<file path="src/hdl/wires.sv">
package wires;

  localparam int xlen = 32;
  localparam int reg_addr_bits = 5;

  localparam logic [xlen-1:0] reset_pc = '0;

  localparam logic [6:0] opcode_lui    = 7'b0110111;
  localparam logic [6:0] opcode_op_imm = 7'b0010011;
  localparam logic [6:0] opcode_op     = 7'b0110011;
  localparam logic [6:0] opcode_load   = 7'b0000011;
  localparam logic [6:0] opcode_store  = 7'b0100011;
  localparam logic [6:0] opcode_branch = 7'b1100011;
  localparam logic [6:0] opcode_jal    = 7'b1101111;

  typedef enum logic [2:0] {
    alu_add,
    alu_sub,
    alu_and,
    alu_or,
    alu_xor,
    alu_slt,
    alu_pass_b // lui result.
  } alu_op_t;

  typedef enum logic [1:0] {
    st_fetch,
    st_exec,
    st_mem,
    st_wb
  } core_state_t;

endpackage

</file>
<file path="src/hdl/alu.sv">
`timescale 1ns/1ps

module alu
(
  input  wires::alu_op_t        op,
  input  logic [wires::xlen-1:0] a,
  input  logic [wires::xlen-1:0] b,
  output logic [wires::xlen-1:0] y,
  output logic                   zero
);

  always_comb begin
    case (op)
      wires::alu_add:    y = a + b;
      wires::alu_sub:    y = a - b;
      wires::alu_and:    y = a & b;
      wires::alu_or:     y = a | b;
      wires::alu_xor:    y = a ^ b;
      wires::alu_slt:    y = {{(wires::xlen-1){1'b0}}, $signed(a) < $signed(b)};
      wires::alu_pass_b: y = b;
      default:           y = '0;
    endcase
  end

  // equality for beq and bne.
  assign zero = (a == b);

endmodule

</file>
<file path="src/hdl/cpu.sv">
`timescale 1ns/1ps

module cpu
(
  input  logic                     clock,
  input  logic                     rst,
  output logic                     imemory_valid,
  output logic [wires::xlen-1:0]   imemory_addr,
  input  logic [wires::xlen-1:0]   imemory_rdata,
  input  logic                     imemory_ready,
  output logic                     dmemory_valid,
  output logic [wires::xlen-1:0]   dmemory_addr,
  output logic [wires::xlen-1:0]   dmemory_wdata,
  output logic [wires::xlen/8-1:0] dmemory_wstrb,
  input  logic [wires::xlen-1:0]   dmemory_rdata,
  input  logic                     dmemory_ready
);

  logic fetch_req;
  logic fetch_done;
  logic pc_load;
  logic [wires::xlen-1:0] pc_next;
  logic [wires::xlen-1:0] pc;
  logic [wires::xlen-1:0] instr;
  logic [wires::reg_addr_bits-1:0] rs1;
  logic [wires::reg_addr_bits-1:0] rs2;
  logic [wires::reg_addr_bits-1:0] rd;
  logic [wires::xlen-1:0] imm;
  wires::alu_op_t alu_op;
  wires::alu_op_t alu_op_sel;
  logic use_imm;
  logic is_load;
  logic is_store;
  logic is_branch;
  logic branch_ne;
  logic is_jal;
  logic writes_rd;
  logic illegal;
  logic [wires::xlen-1:0] rs1_data;
  logic [wires::xlen-1:0] rs2_data;
  logic rd_we;
  logic [wires::xlen-1:0] rd_data;
  logic [wires::xlen-1:0] alu_a;
  logic [wires::xlen-1:0] alu_b;
  logic [wires::xlen-1:0] alu_y;
  logic alu_zero;

  fetch_stage fetch_stage_comp
  (
    .clock         (clock),
    .rst           (rst),
    .fetch_req     (fetch_req),
    .pc_load       (pc_load),
    .pc_next       (pc_next),
    .imemory_rdata (imemory_rdata),
    .imemory_ready (imemory_ready),
    .imemory_valid (imemory_valid),
    .imemory_addr  (imemory_addr),
    .pc            (pc),
    .instr         (instr),
    .fetch_done    (fetch_done)
  );

  decoder decoder_comp
  (
    .instr     (instr),
    .rs1       (rs1),
    .rs2       (rs2),
    .rd        (rd),
    .imm       (imm),
    .alu_op    (alu_op),
    .use_imm   (use_imm),
    .is_load   (is_load),
    .is_store  (is_store),
    .is_branch (is_branch),
    .branch_ne (branch_ne),
    .is_jal    (is_jal),
    .writes_rd (writes_rd),
    .illegal   (illegal)
  );

  register register_comp
  (
    .clock    (clock),
    .rst      (rst),
    .rs1      (rs1),
    .rs2      (rs2),
    .rd       (rd),
    .rd_we    (rd_we),
    .rd_data  (rd_data),
    .rs1_data (rs1_data),
    .rs2_data (rs2_data)
  );

  alu alu_comp
  (
    .op   (alu_op_sel),
    .a    (alu_a),
    .b    (alu_b),
    .y    (alu_y),
    .zero (alu_zero)
  );

  execute_stage execute_stage_comp
  (
    .clock         (clock),
    .rst           (rst),
    .fetch_done    (fetch_done),
    .pc            (pc),
    .imm           (imm),
    .alu_op        (alu_op),
    .use_imm       (use_imm),
    .is_load       (is_load),
    .is_store      (is_store),
    .is_branch     (is_branch),
    .branch_ne     (branch_ne),
    .is_jal        (is_jal),
    .writes_rd     (writes_rd),
    .illegal       (illegal),
    .rs1_data      (rs1_data),
    .rs2_data      (rs2_data),
    .alu_y         (alu_y),
    .alu_zero      (alu_zero),
    .dmemory_rdata (dmemory_rdata),
    .dmemory_ready (dmemory_ready),
    .fetch_req     (fetch_req),
    .pc_load       (pc_load),
    .pc_next       (pc_next),
    .alu_a         (alu_a),
    .alu_b         (alu_b),
    .alu_op_sel    (alu_op_sel),
    .rd_we         (rd_we),
    .rd_data       (rd_data),
    .dmemory_valid (dmemory_valid),
    .dmemory_addr  (dmemory_addr),
    .dmemory_wdata (dmemory_wdata),
    .dmemory_wstrb (dmemory_wstrb)
  );

endmodule

</file>
<file path="src/hdl/decoder.sv">
`timescale 1ns/1ps

module decoder
(
  input  logic [wires::xlen-1:0]          instr,
  output logic [wires::reg_addr_bits-1:0] rs1,
  output logic [wires::reg_addr_bits-1:0] rs2,
  output logic [wires::reg_addr_bits-1:0] rd,
  output logic [wires::xlen-1:0]          imm,
  output wires::alu_op_t                  alu_op,
  output logic                            use_imm,
  output logic                            is_load,
  output logic                            is_store,
  output logic                            is_branch,
  output logic                            branch_ne,
  output logic                            is_jal,
  output logic                            writes_rd,
  output logic                            illegal
);

  logic [6:0] opcode;
  logic [2:0] funct3;
  logic [6:0] funct7;
  logic [wires::xlen-1:0] imm_i;
  logic [wires::xlen-1:0] imm_s;
  logic [wires::xlen-1:0] imm_b;
  logic [wires::xlen-1:0] imm_u;
  logic [wires::xlen-1:0] imm_j;

  assign opcode = instr[6:0];
  assign funct3 = instr[14:12];
  assign funct7 = instr[31:25];
  assign rd     = instr[11:7];
  assign rs1    = instr[19:15];
  assign rs2    = instr[24:20];

  assign imm_i = {{20{instr[31]}}, instr[31:20]};
  assign imm_s = {{20{instr[31]}}, instr[31:25], instr[11:7]};
  assign imm_b = {{19{instr[31]}}, instr[31], instr[7], instr[30:25], instr[11:8], 1'b0};
  assign imm_u = {instr[31:12], 12'b0};
  assign imm_j = {{11{instr[31]}}, instr[31], instr[19:12], instr[20], instr[30:21], 1'b0};

  assign is_load   = (opcode == wires::opcode_load);
  assign is_store  = (opcode == wires::opcode_store);
  assign is_branch = (opcode == wires::opcode_branch);
  assign is_jal    = (opcode == wires::opcode_jal);
  assign branch_ne = funct3[0];
  assign use_imm   = opcode inside {wires::opcode_lui, wires::opcode_op_imm,
                                    wires::opcode_load, wires::opcode_store};
  assign writes_rd = opcode inside {wires::opcode_lui, wires::opcode_op_imm,
                                    wires::opcode_op, wires::opcode_load, wires::opcode_jal};

  always_comb begin
    imm     = imm_i;
    alu_op  = wires::alu_add; // address sum for loads and stores.
    illegal = 1'b0;
    case (opcode)
      wires::opcode_lui: begin
        imm    = imm_u;
        alu_op = wires::alu_pass_b;
      end
      wires::opcode_op_imm: illegal = (funct3 != 3'b000); // addi only.
      wires::opcode_op: begin
        case ({funct7, funct3})
          {7'b0000000, 3'b000}: alu_op = wires::alu_add;
          {7'b0100000, 3'b000}: alu_op = wires::alu_sub;
          {7'b0000000, 3'b111}: alu_op = wires::alu_and;
          {7'b0000000, 3'b110}: alu_op = wires::alu_or;
          {7'b0000000, 3'b100}: alu_op = wires::alu_xor;
          {7'b0000000, 3'b010}: alu_op = wires::alu_slt;
          default:              illegal = 1'b1;
        endcase
      end
      wires::opcode_load:   illegal = (funct3 != 3'b010);
      wires::opcode_store: begin
        imm     = imm_s;
        illegal = (funct3 != 3'b010);
      end
      wires::opcode_branch: begin
        imm     = imm_b;
        illegal = (funct3[2:1] != 2'b00);
      end
      wires::opcode_jal:    imm = imm_j;
      default:              illegal = 1'b1;
    endcase
  end

endmodule

</file>
<file path="src/hdl/execute_stage.sv">
`timescale 1ns/1ps

module execute_stage
(
  input  logic                     clock,
  input  logic                     rst,
  input  logic                     fetch_done,
  input  logic [wires::xlen-1:0]   pc,
  input  logic [wires::xlen-1:0]   imm,
  input  wires::alu_op_t           alu_op,
  input  logic                     use_imm,
  input  logic                     is_load,
  input  logic                     is_store,
  input  logic                     is_branch,
  input  logic                     branch_ne,
  input  logic                     is_jal,
  input  logic                     writes_rd,
  input  logic                     illegal,
  input  logic [wires::xlen-1:0]   rs1_data,
  input  logic [wires::xlen-1:0]   rs2_data,
  input  logic [wires::xlen-1:0]   alu_y,
  input  logic                     alu_zero,
  input  logic [wires::xlen-1:0]   dmemory_rdata,
  input  logic                     dmemory_ready,
  output logic                     fetch_req,
  output logic                     pc_load,
  output logic [wires::xlen-1:0]   pc_next,
  output logic [wires::xlen-1:0]   alu_a,
  output logic [wires::xlen-1:0]   alu_b,
  output wires::alu_op_t           alu_op_sel,
  output logic                     rd_we,
  output logic [wires::xlen-1:0]   rd_data,
  output logic                     dmemory_valid,
  output logic [wires::xlen-1:0]   dmemory_addr,
  output logic [wires::xlen-1:0]   dmemory_wdata,
  output logic [wires::xlen/8-1:0] dmemory_wstrb
);

  wires::core_state_t state;
  logic fetch_wait; // request issued but instruction not yet back.
  logic [wires::xlen-1:0] load_data;
  logic [wires::xlen-1:0] pc_plus4;
  logic taken;

  always_ff @(posedge clock) begin
    if (rst) begin
      state         <= wires::st_fetch;
      fetch_req     <= 1'b0;
      fetch_wait    <= 1'b0;
      dmemory_valid <= 1'b0;
    end else begin
      fetch_req <= 1'b0;
      case (state)
        wires::st_fetch: begin
          if (!fetch_wait) begin
            fetch_req  <= 1'b1;
            fetch_wait <= 1'b1;
          end else if (fetch_done) begin
            fetch_wait <= 1'b0;
            state      <= wires::st_exec;
          end
        end
        wires::st_exec: begin
          if (!illegal && (is_load || is_store)) begin
            dmemory_valid <= 1'b1;
            state         <= wires::st_mem;
          end else begin
            state <= wires::st_wb; // illegal words retire as a no-op.
          end
        end
        wires::st_mem: begin
          if (dmemory_ready) begin
            dmemory_valid <= 1'b0;
            state         <= wires::st_wb;
          end
        end
        default: state <= wires::st_fetch;
      endcase
    end
  end

  always_ff @(posedge clock) begin
    if (state == wires::st_exec) begin
      dmemory_addr  <= alu_y;
      dmemory_wdata <= rs2_data;
      dmemory_wstrb <= {(wires::xlen/8){is_store}};
    end
    if (state == wires::st_mem && dmemory_ready) begin
      load_data <= dmemory_rdata;
    end
  end

  assign alu_a      = rs1_data;
  assign alu_b      = use_imm ? imm : rs2_data;
  assign alu_op_sel = alu_op;

  assign pc_plus4 = pc + 32'd4;
  assign taken    = !illegal && ((is_branch && (alu_zero ^ branch_ne)) || is_jal);
  assign pc_next  = taken ? pc + imm : pc_plus4;
  assign pc_load  = (state == wires::st_wb);

  assign rd_we   = (state == wires::st_wb) && writes_rd && !illegal;
  assign rd_data = is_load ? load_data : (is_jal ? pc_plus4 : alu_y);

endmodule

</file>
<file path="src/hdl/fetch_stage.sv">
`timescale 1ns/1ps

module fetch_stage
(
  input  logic                   clock,
  input  logic                   rst,
  input  logic                   fetch_req,
  input  logic                   pc_load,
  input  logic [wires::xlen-1:0] pc_next,
  input  logic [wires::xlen-1:0] imemory_rdata,
  input  logic                   imemory_ready,
  output logic                   imemory_valid,
  output logic [wires::xlen-1:0] imemory_addr,
  output logic [wires::xlen-1:0] pc,
  output logic [wires::xlen-1:0] instr,
  output logic                   fetch_done
);

  logic accept;

  assign accept = imemory_valid && imemory_ready;

  always_ff @(posedge clock) begin
    if (rst) begin
      pc            <= wires::reset_pc;
      imemory_valid <= 1'b0;
      fetch_done    <= 1'b0;
    end else begin
      fetch_done <= 1'b0;
      if (pc_load) begin
        pc <= pc_next;
      end
      if (fetch_req) begin
        imemory_valid <= 1'b1;
      end else if (accept) begin
        imemory_valid <= 1'b0;
        fetch_done    <= 1'b1; // instr is valid from here on.
      end
    end
  end

  // hold the word until the next fetch completes.
  always_ff @(posedge clock) begin
    if (accept) begin
      instr <= imemory_rdata;
    end
  end

  assign imemory_addr = pc;

endmodule

</file>
<file path="src/hdl/register.sv">
`timescale 1ns/1ps

module register
(
  input  logic                            clock,
  input  logic                            rst,
  input  logic [wires::reg_addr_bits-1:0] rs1,
  input  logic [wires::reg_addr_bits-1:0] rs2,
  input  logic [wires::reg_addr_bits-1:0] rd,
  input  logic                            rd_we,
  input  logic [wires::xlen-1:0]          rd_data,
  output logic [wires::xlen-1:0]          rs1_data,
  output logic [wires::xlen-1:0]          rs2_data
);

  logic [wires::xlen-1:0] regs [1:31]; // no storage for x0.

  always_ff @(posedge clock) begin
    if (rst) begin
      for (int i = 1; i < 32; i++) begin
        regs[i] <= '0;
      end
    end else if (rd_we && rd != '0) begin
      regs[rd] <= rd_data;
    end
  end

  assign rs1_data = (rs1 == '0) ? '0 : regs[rs1];
  assign rs2_data = (rs2 == '0) ? '0 : regs[rs2];

endmodule

</file>
<file path="config.mk">
export PLATFORM = sky130hd
export DESIGN_NAME = cpu
export DESIGN_NICKNAME = d
export VERILOG_FILES = /design/src/hdl/wires.sv /design/src/hdl/alu.sv /design/src/hdl/cpu.sv /design/src/hdl/decoder.sv /design/src/hdl/execute_stage.sv /design/src/hdl/fetch_stage.sv /design/src/hdl/register.sv
export SDC_FILE = /design/constraint.sdc
export NUM_CORES = 2
export LEC_CHECK = 0
export BUFFER_PORTS_ARGS = -buffer_cell sky130_fd_sc_hd__buf_2
export CAP_MARGIN = 20
export CELL_PAD_IN_SITES_DETAIL_PLACEMENT = 1
export CELL_PAD_IN_SITES_GLOBAL_PLACEMENT = 1
export CORE_ASPECT_RATIO = 1.4
export CORE_MARGIN = 3
export CORE_UTILIZATION = 48
export CTS_CLUSTER_SIZE = 16
export DETAILED_ROUTE_END_ITERATION = 8
export MAX_ROUTING_LAYER = met4
export PLACE_DENSITY = 0.79
export SLEW_MARGIN = 40
export SYNTH_ARGS = -nofsm -noshare
export SYNTH_HDL_FRONTEND = slang
export SYNTH_SLANG_ARGS = --single-unit
</file>
<file path="constraint.sdc">
create_clock -name clock -period 6.35 [get_ports clock]
set_input_delay 0.3175 -clock clock [delete_from_list [all_inputs] [get_ports clock]]
set_output_delay 0.3175 -clock clock [all_outputs]
set_load 0.01 [all_outputs]
</file>
### Word-level counts from Yosys, hierarchy flattened

Memories as Yosys holds them, arrays and structs flattened. A register that Yosys moved wholly into a read port is not among the register bits.
Cells that the tools add are included.

* bitwise gates (word level): 5
* equality and inequality tests: 27
* order comparisons: 1
* $add $sub $neg: 4
* reduce and logical (&&, ||, !) cells: 31
* mux-type cells: 36

Operators by type and width (count)
* 32-bit 2-to-1 mux: 7
* 32-bit case mux with 7 select lines: 1
* 31-bit case mux with 4 select lines: 1
* 32-bit adder: 2
* 32-bit by 3-bit adder with 32-bit output (second input constant): 1
* 32-bit bitwise AND: 1
* 32-bit == test: 1
* 32-bit < comparator: 1
* 32-bit bitwise OR: 1
* 32-bit OR reduction: 1
* 32-bit subtractor: 1
* 32-bit XOR: 1
* 10-bit by 3-bit == test with 1-bit output (second input constant): 3
* 7-bit by 6-bit == test with 1-bit output (second input constant): 3
* 1-bit 2-to-1 mux: 16
* 5-bit 2-to-1 mux: 3
* 3-bit case mux with 5 select lines: 1
* 7-bit == test (second input constant): 2
* 10-bit by 2-bit == test with 1-bit output (second input constant): 1
* 10-bit by 9-bit == test with 1-bit output (second input constant): 1
* 10-bit logical NOT: 1
* 5-bit logical NOT: 2
* 5-bit nonzero test: 2
* 3-bit == test (second input constant): 3
* 27 further kinds: 47

* bits in registers: 168
* memories: 1
* memory bits (writable): 992
* output and inout port bits: 102
* input bits: 68
* word-level logic and storage cells: 117

Memories
* register_comp.regs: depth 31, width 32, rd ports 2, clocked after memory_dff 2, wr ports 31, line register.sv:16 `logic [wires::xlen-1:0] regs [1:31];`

### Longest topological paths before layout

* depth after elaboration: 12
* gate-level depth with buffers: 23

### Hierarchy

A second synthesis with hierarchy kept.

* cell total of the unflattened synthesis: 5570
* area, all modules: 70211.1 µm²

Modules (own cells, without submodules)
* register: area each 54632.4 µm², cells each 3765, sequential area each 30749.5 µm², times used 1
* execute_stage: area each 7024.2 µm², cells each 726, sequential area each 3012.9 µm², times used 1
* alu: area each 5357.6 µm², cells each 793, sequential area each 0.0 µm², times used 1
* fetch_stage: area each 2441.1 µm², cells each 175, sequential area each 1641.6 µm², times used 1
* decoder: area each 755.7 µm², cells each 111, sequential area each 0.0 µm², times used 1

### Worst setup path after synthesis

OpenSTA, ideal clock, no wires.

* path kind: register to register
* start: register (tool-made name)
* end: memory register_comp.regs[15][22] (netlist name), data pin
* data required time: 6085 ps
* stages on the path, launching flop included: 24
* slack: 263 ps
* path buffers: 5
* clock period less this slack: 6087 ps
* arrival time: 5822 ps
* cell sequence: dfxtp_1 clkbuf_1 buf_2 clkbuf_1 buf_1 mux4_2 mux4_2 nand2_1 a21oi_1 inv_1 ha_1 inv_1 fa_1 nor2b_1 o21ai_0 a211oi_1 nor2_1 o211ai_1 a41o_1 a211o_1 a211o_1 a22oi_1 buf_2 nor2_1

RTL lines (line)
* end, declared: register.sv:16

==> results.sh <==
export IMPL_status="finished clean"
export IMPL_cts_sinks=1202
export IMPL_fp_dieH_um=449.9
export IMPL_drtIter0Drc=7975
export IMPL_detail_route_antenna_nets=0
export IMPL_drc=0
export IMPL_nNetsFinal=5792
export IMPL_vias=53452
export IMPL_timing_fmax_mhz=158.1
export IMPL_wl_per_cell_um=39.86
export IMPL_synth_cell_type_count=97
export IMPL_num_io_pins=170
export IMPL_setup_viol=0
export IMPL_gp_congestion=1.035
export IMPL_stdcell_area_um2=78570
export IMPL_htree_levels=3
export IMPL_synth_edff_count=1153
export IMPL_overflow=0
export IMPL_synth_seq_cells=1202
export IMPL_max_cap_violations=0
export IMPL_fin_crit_ns=6.325
export IMPL_clkLatencyLatePin_ns=0.80
export IMPL_rows=162
export IMPL_avgSynthCellArea_um2=13.04
export IMPL_finalCritPeriodShare_pct=99.60
export IMPL_grtUsageTotal_pct=41.86
export IMPL_die_w_um=323.1
export IMPL_cts_tree="built"
export IMPL_dr_pass1_iters=6
export IMPL_synth_warnings=0
export IMPL_routed_wl_mm=298.9
export IMPL_antenna_found_initial=19
export IMPL_drt_vias_per_instance=7.128
export IMPL_syn_to_final_growth_pct=16.28
export IMPL_worstMarginPinSlew_ns=0.9955
export IMPL_finClkSkew_ns=0.04609
export IMPL_final_instance_count_excl_fill=7499
export IMPL_worst_ep_required_time_ns=6.82
export IMPL_ys_flop_type="edfxtp_1"
export IMPL_cts_path_max_buffers=3
export IMPL_grt_pass1_vias=56390
export IMPL_relSlewSlack_pct=33.41
export IMPL_initial_utilization_pct=48.45
export IMPL_seq_area_frac_synth_pct=52.70
export IMPL_hpwlAfterDp_mm=194.2
export IMPL_start_kind="register"
export IMPL_path_max_fanout=34
export IMPL_crit_arrival_ns=6.80
export IMPL_hold_path_class="primary input to register"
export IMPL_synth_cells=5183
export IMPL_slew_viol_final=0
export IMPL_grt_pass1_wl_mm=414.1
export IMPL_placedCellCount=7185
export IMPL_end_kind="register"
export IMPL_core_area_um2=139500
export IMPL_clk_pin_slew_ns=0.07
export IMPL_drive_above_1_share_pct=29.68
export IMPL_power_density_nw_per_um2=317.3
export IMPL_synth_area_um2=67560
export IMPL_die_area_um2=145400
export IMPL_dpl_cell_area_um2=73530
export IMPL_crit_type="register to register"
export IMPL_p_leak_nw=29.33
export IMPL_ys_async_sr_fraction_pct=0
export IMPL_cts_buffers=114
export IMPL_peakVddDrop_mv=0.4065
export IMPL_cts_root_buf="clkbuf_16"
export IMPL_hold_viol=0
export IMPL_grt_start_max_net_pins=89
export IMPL_power_total_mw=24.93
export IMPL_place_port_buffers=169
==> placed cells by master (no fill, tap or decap), types with 25 or more instances in the layout <==
cell | Yosys | final
xnor2_1 | 33 | 31
nor3_1 | 50 | 47
a211oi_1 | 39 | 39
dfxtp_1 | 49 | 39
dlygate4sd3_1 | 0 | 66
nor2_1 | 1193 | 1185
nand2b_2 | 0 | 28
edfxtp_1 | 1153 | 1153
nand2_2 | 8 | 32
nand3_1 | 51 | 50
nand2_1 | 200 | 176
conb_1 | 1 | 32
clkbuf_1 | 311 | 25
o211ai_1 | 32 | 32
nand2b_1 | 77 | 46
a21o_1 | 43 | 42
buf_12 | 0 | 68
buf_4 | 6 | 394
a21oi_1 | 243 | 228
inv_1 | 167 | 167
ha_1 | 139 | 131
mux2i_1 | 44 | 30
buf_2 | 52 | 169
mux4_2 | 640 | 640
o21ai_0 | 133 | 124
clkbuf_16 | 0 | 121
==> synth_stat cells, types with 17 or more instances <==
library cell | count | area [um2]
ha_1 | 139 | 1739
nor2b_1 | 18 | 112.6
nor3_1 | 50 | 250.2
and2_1 | 20 | 125.1
a21oi_1 | 243 | 1216
a22oi_1 | 17 | 127.6
xor2_1 | 26 | 227.7
o21a_1 | 18 | 135.1
edfxtp_1 | 1153 | 34620
a21o_1 | 43 | 322.8
xnor2_1 | 33 | 289.0
nor2_1 | 1193 | 4478
nand2b_1 | 77 | 481.7
o211ai_1 | 32 | 240.2
dfxtp_1 | 49 | 980.9
buf_2 | 52 | 260.3
a31oi_1 | 18 | 112.6
nor4_1 | 19 | 118.9
inv_1 | 167 | 626.9
a211oi_1 | 39 | 292.8
nand2_1 | 200 | 750.7
clkbuf_1 | 311 | 1167
mux4_2 | 640 | 14410
buf_6 | 27 | 304.0
mux2i_1 | 44 | 440.4
o21ai_0 | 133 | 665.6
buf_1 | 69 | 259.0
nand3_1 | 51 | 255.2
==> layout make-up <==
| type | count | area, um2 |
|---|---|---|
| inverter | 169 | 634.4 |
| tap | 1804 | 2257 |
| timing repair buffer | 717 | 6192 |
| clock inverter | 70 | 639.4 |
| sequential | 1202 | 35640 |
| antenna | 18 | 45.04 |
| fill | 13534 | 60890 |
| multi-input combinational | 3378 | 30160 |
| clock buffer | 141 | 2997 |
==> per-stage QoR <==
step / setup slack (ns) / hold WS [ns] / utilization (%) / setup TNS [ns]
final: 0.02526 / 0.1730 / 56.34 / 0
after global routing: -0.03616 / 0.1874 / 56.34 / -0.2859
after detailed placement: -0.6989 / 0.4655 / 52.73 / -66.36
after CTS: -0.002393 / 0.1452 / 55.91 / -0.003869
after floorplan: 0.2631 / 0.4022 / - / 0
after global placement: -1.851 / 0.4554 / 52.66 / -177.44
==> worst max-delay path: stages, from the launching register on <==
cell,delay [ns]
dfxtp_4,0.60
buf_12,0.29
buf_4,0.53
mux4_2,0.39
mux4_2,0.50
nand2b_1,0.15
a21oi_2,0.16
ha_1,0.33
buf_4,0.19
nor3_2,0.33
nand3_1,0.19
nor4_4,0.24
buf_4,0.19
nand3_1,0.13
o21ai_4,0.36
buf_4,0.21
nor4_1,0.05
o21ai_0,0.19
nand4_1,0.26
o21ai_2,0.29
buf_12,0.22
a21oi_1,0.10
==> state kept, by name, summed over array words and instances, names as in the netlist, named ones only <==
| name | count |
|---|---|
| register_comp.regs | 1024 |
| execute_stage_comp.dmemory_addr | 32 |
| execute_stage_comp.dmemory_wdata | 32 |
| execute_stage_comp.load_data | 32 |
| fetch_stage_comp.imemory_addr | 32 |
| fetch_stage_comp.instr | 32 |
| execute_stage_comp.state | 2 |
| execute_stage_comp.dmemory_valid | 1 |
| execute_stage_comp.dmemory_wstrb | 1 |
| execute_stage_comp.fetch_req | 1 |
| execute_stage_comp.fetch_wait | 1 |
| fetch_stage_comp.fetch_done | 1 |
| fetch_stage_comp.imemory_valid | 1 |
==> final timing paths <==
check,start,to,slack [ns],cells past startpoint
setup / recovery,register,register_comp.regs[4][30],0.03,21
hold / removal,rst,fetch_stage_comp.imemory_addr[27],0.17,3
setup reg to reg,register,register_comp.regs[4][30],0.03,21
hold reg to reg,execute_stage_comp.fetch_wait,execute_stage_comp.fetch_req,0.48,1
==> metal layers <==
layer  GRT usage [%]  part of all wire [%]
met5               -                     0
met3           10.51                    11
met4           35.94                    10
met2           65.97                    48
met1           43.72                    31
==> cell families after synthesis <==
kind of cell / share of synthesized area, %
XOR/XNOR: 0.7648
buffers and inverters: 3.952
other: 0.005550
multiplexers: 22.24
AND/OR/NAND/NOR: 10.96
AO/OA/AOI/OAI: 6.722
flip-flops: 52.70
adder cells (fa/ha/maj): 2.663
==> power by group <==
| part | leakage (nW) | switching (mW) | internal, mW |
|---|---|---|---|
| sequential | 12.1 | 0.323 | 9.23 |
| clock | 1.75 | 3.31 | 3.73 |
| combinational | 15.4 | 5.29 | 3.05 |
| total | 29.3 | 8.93 | 16.0 |
==> what timing repair did <==
action	in CTS	in global routing
cloned	0	5
hold endpoints to repair	76	0
pin swaps	3	11
gates resized for setup	26	60
hold buffers	66	0
setup endpoints to repair	292	539
buffers inserted	2	11
No activity file was read; power rests on OpenSTA's default activity.
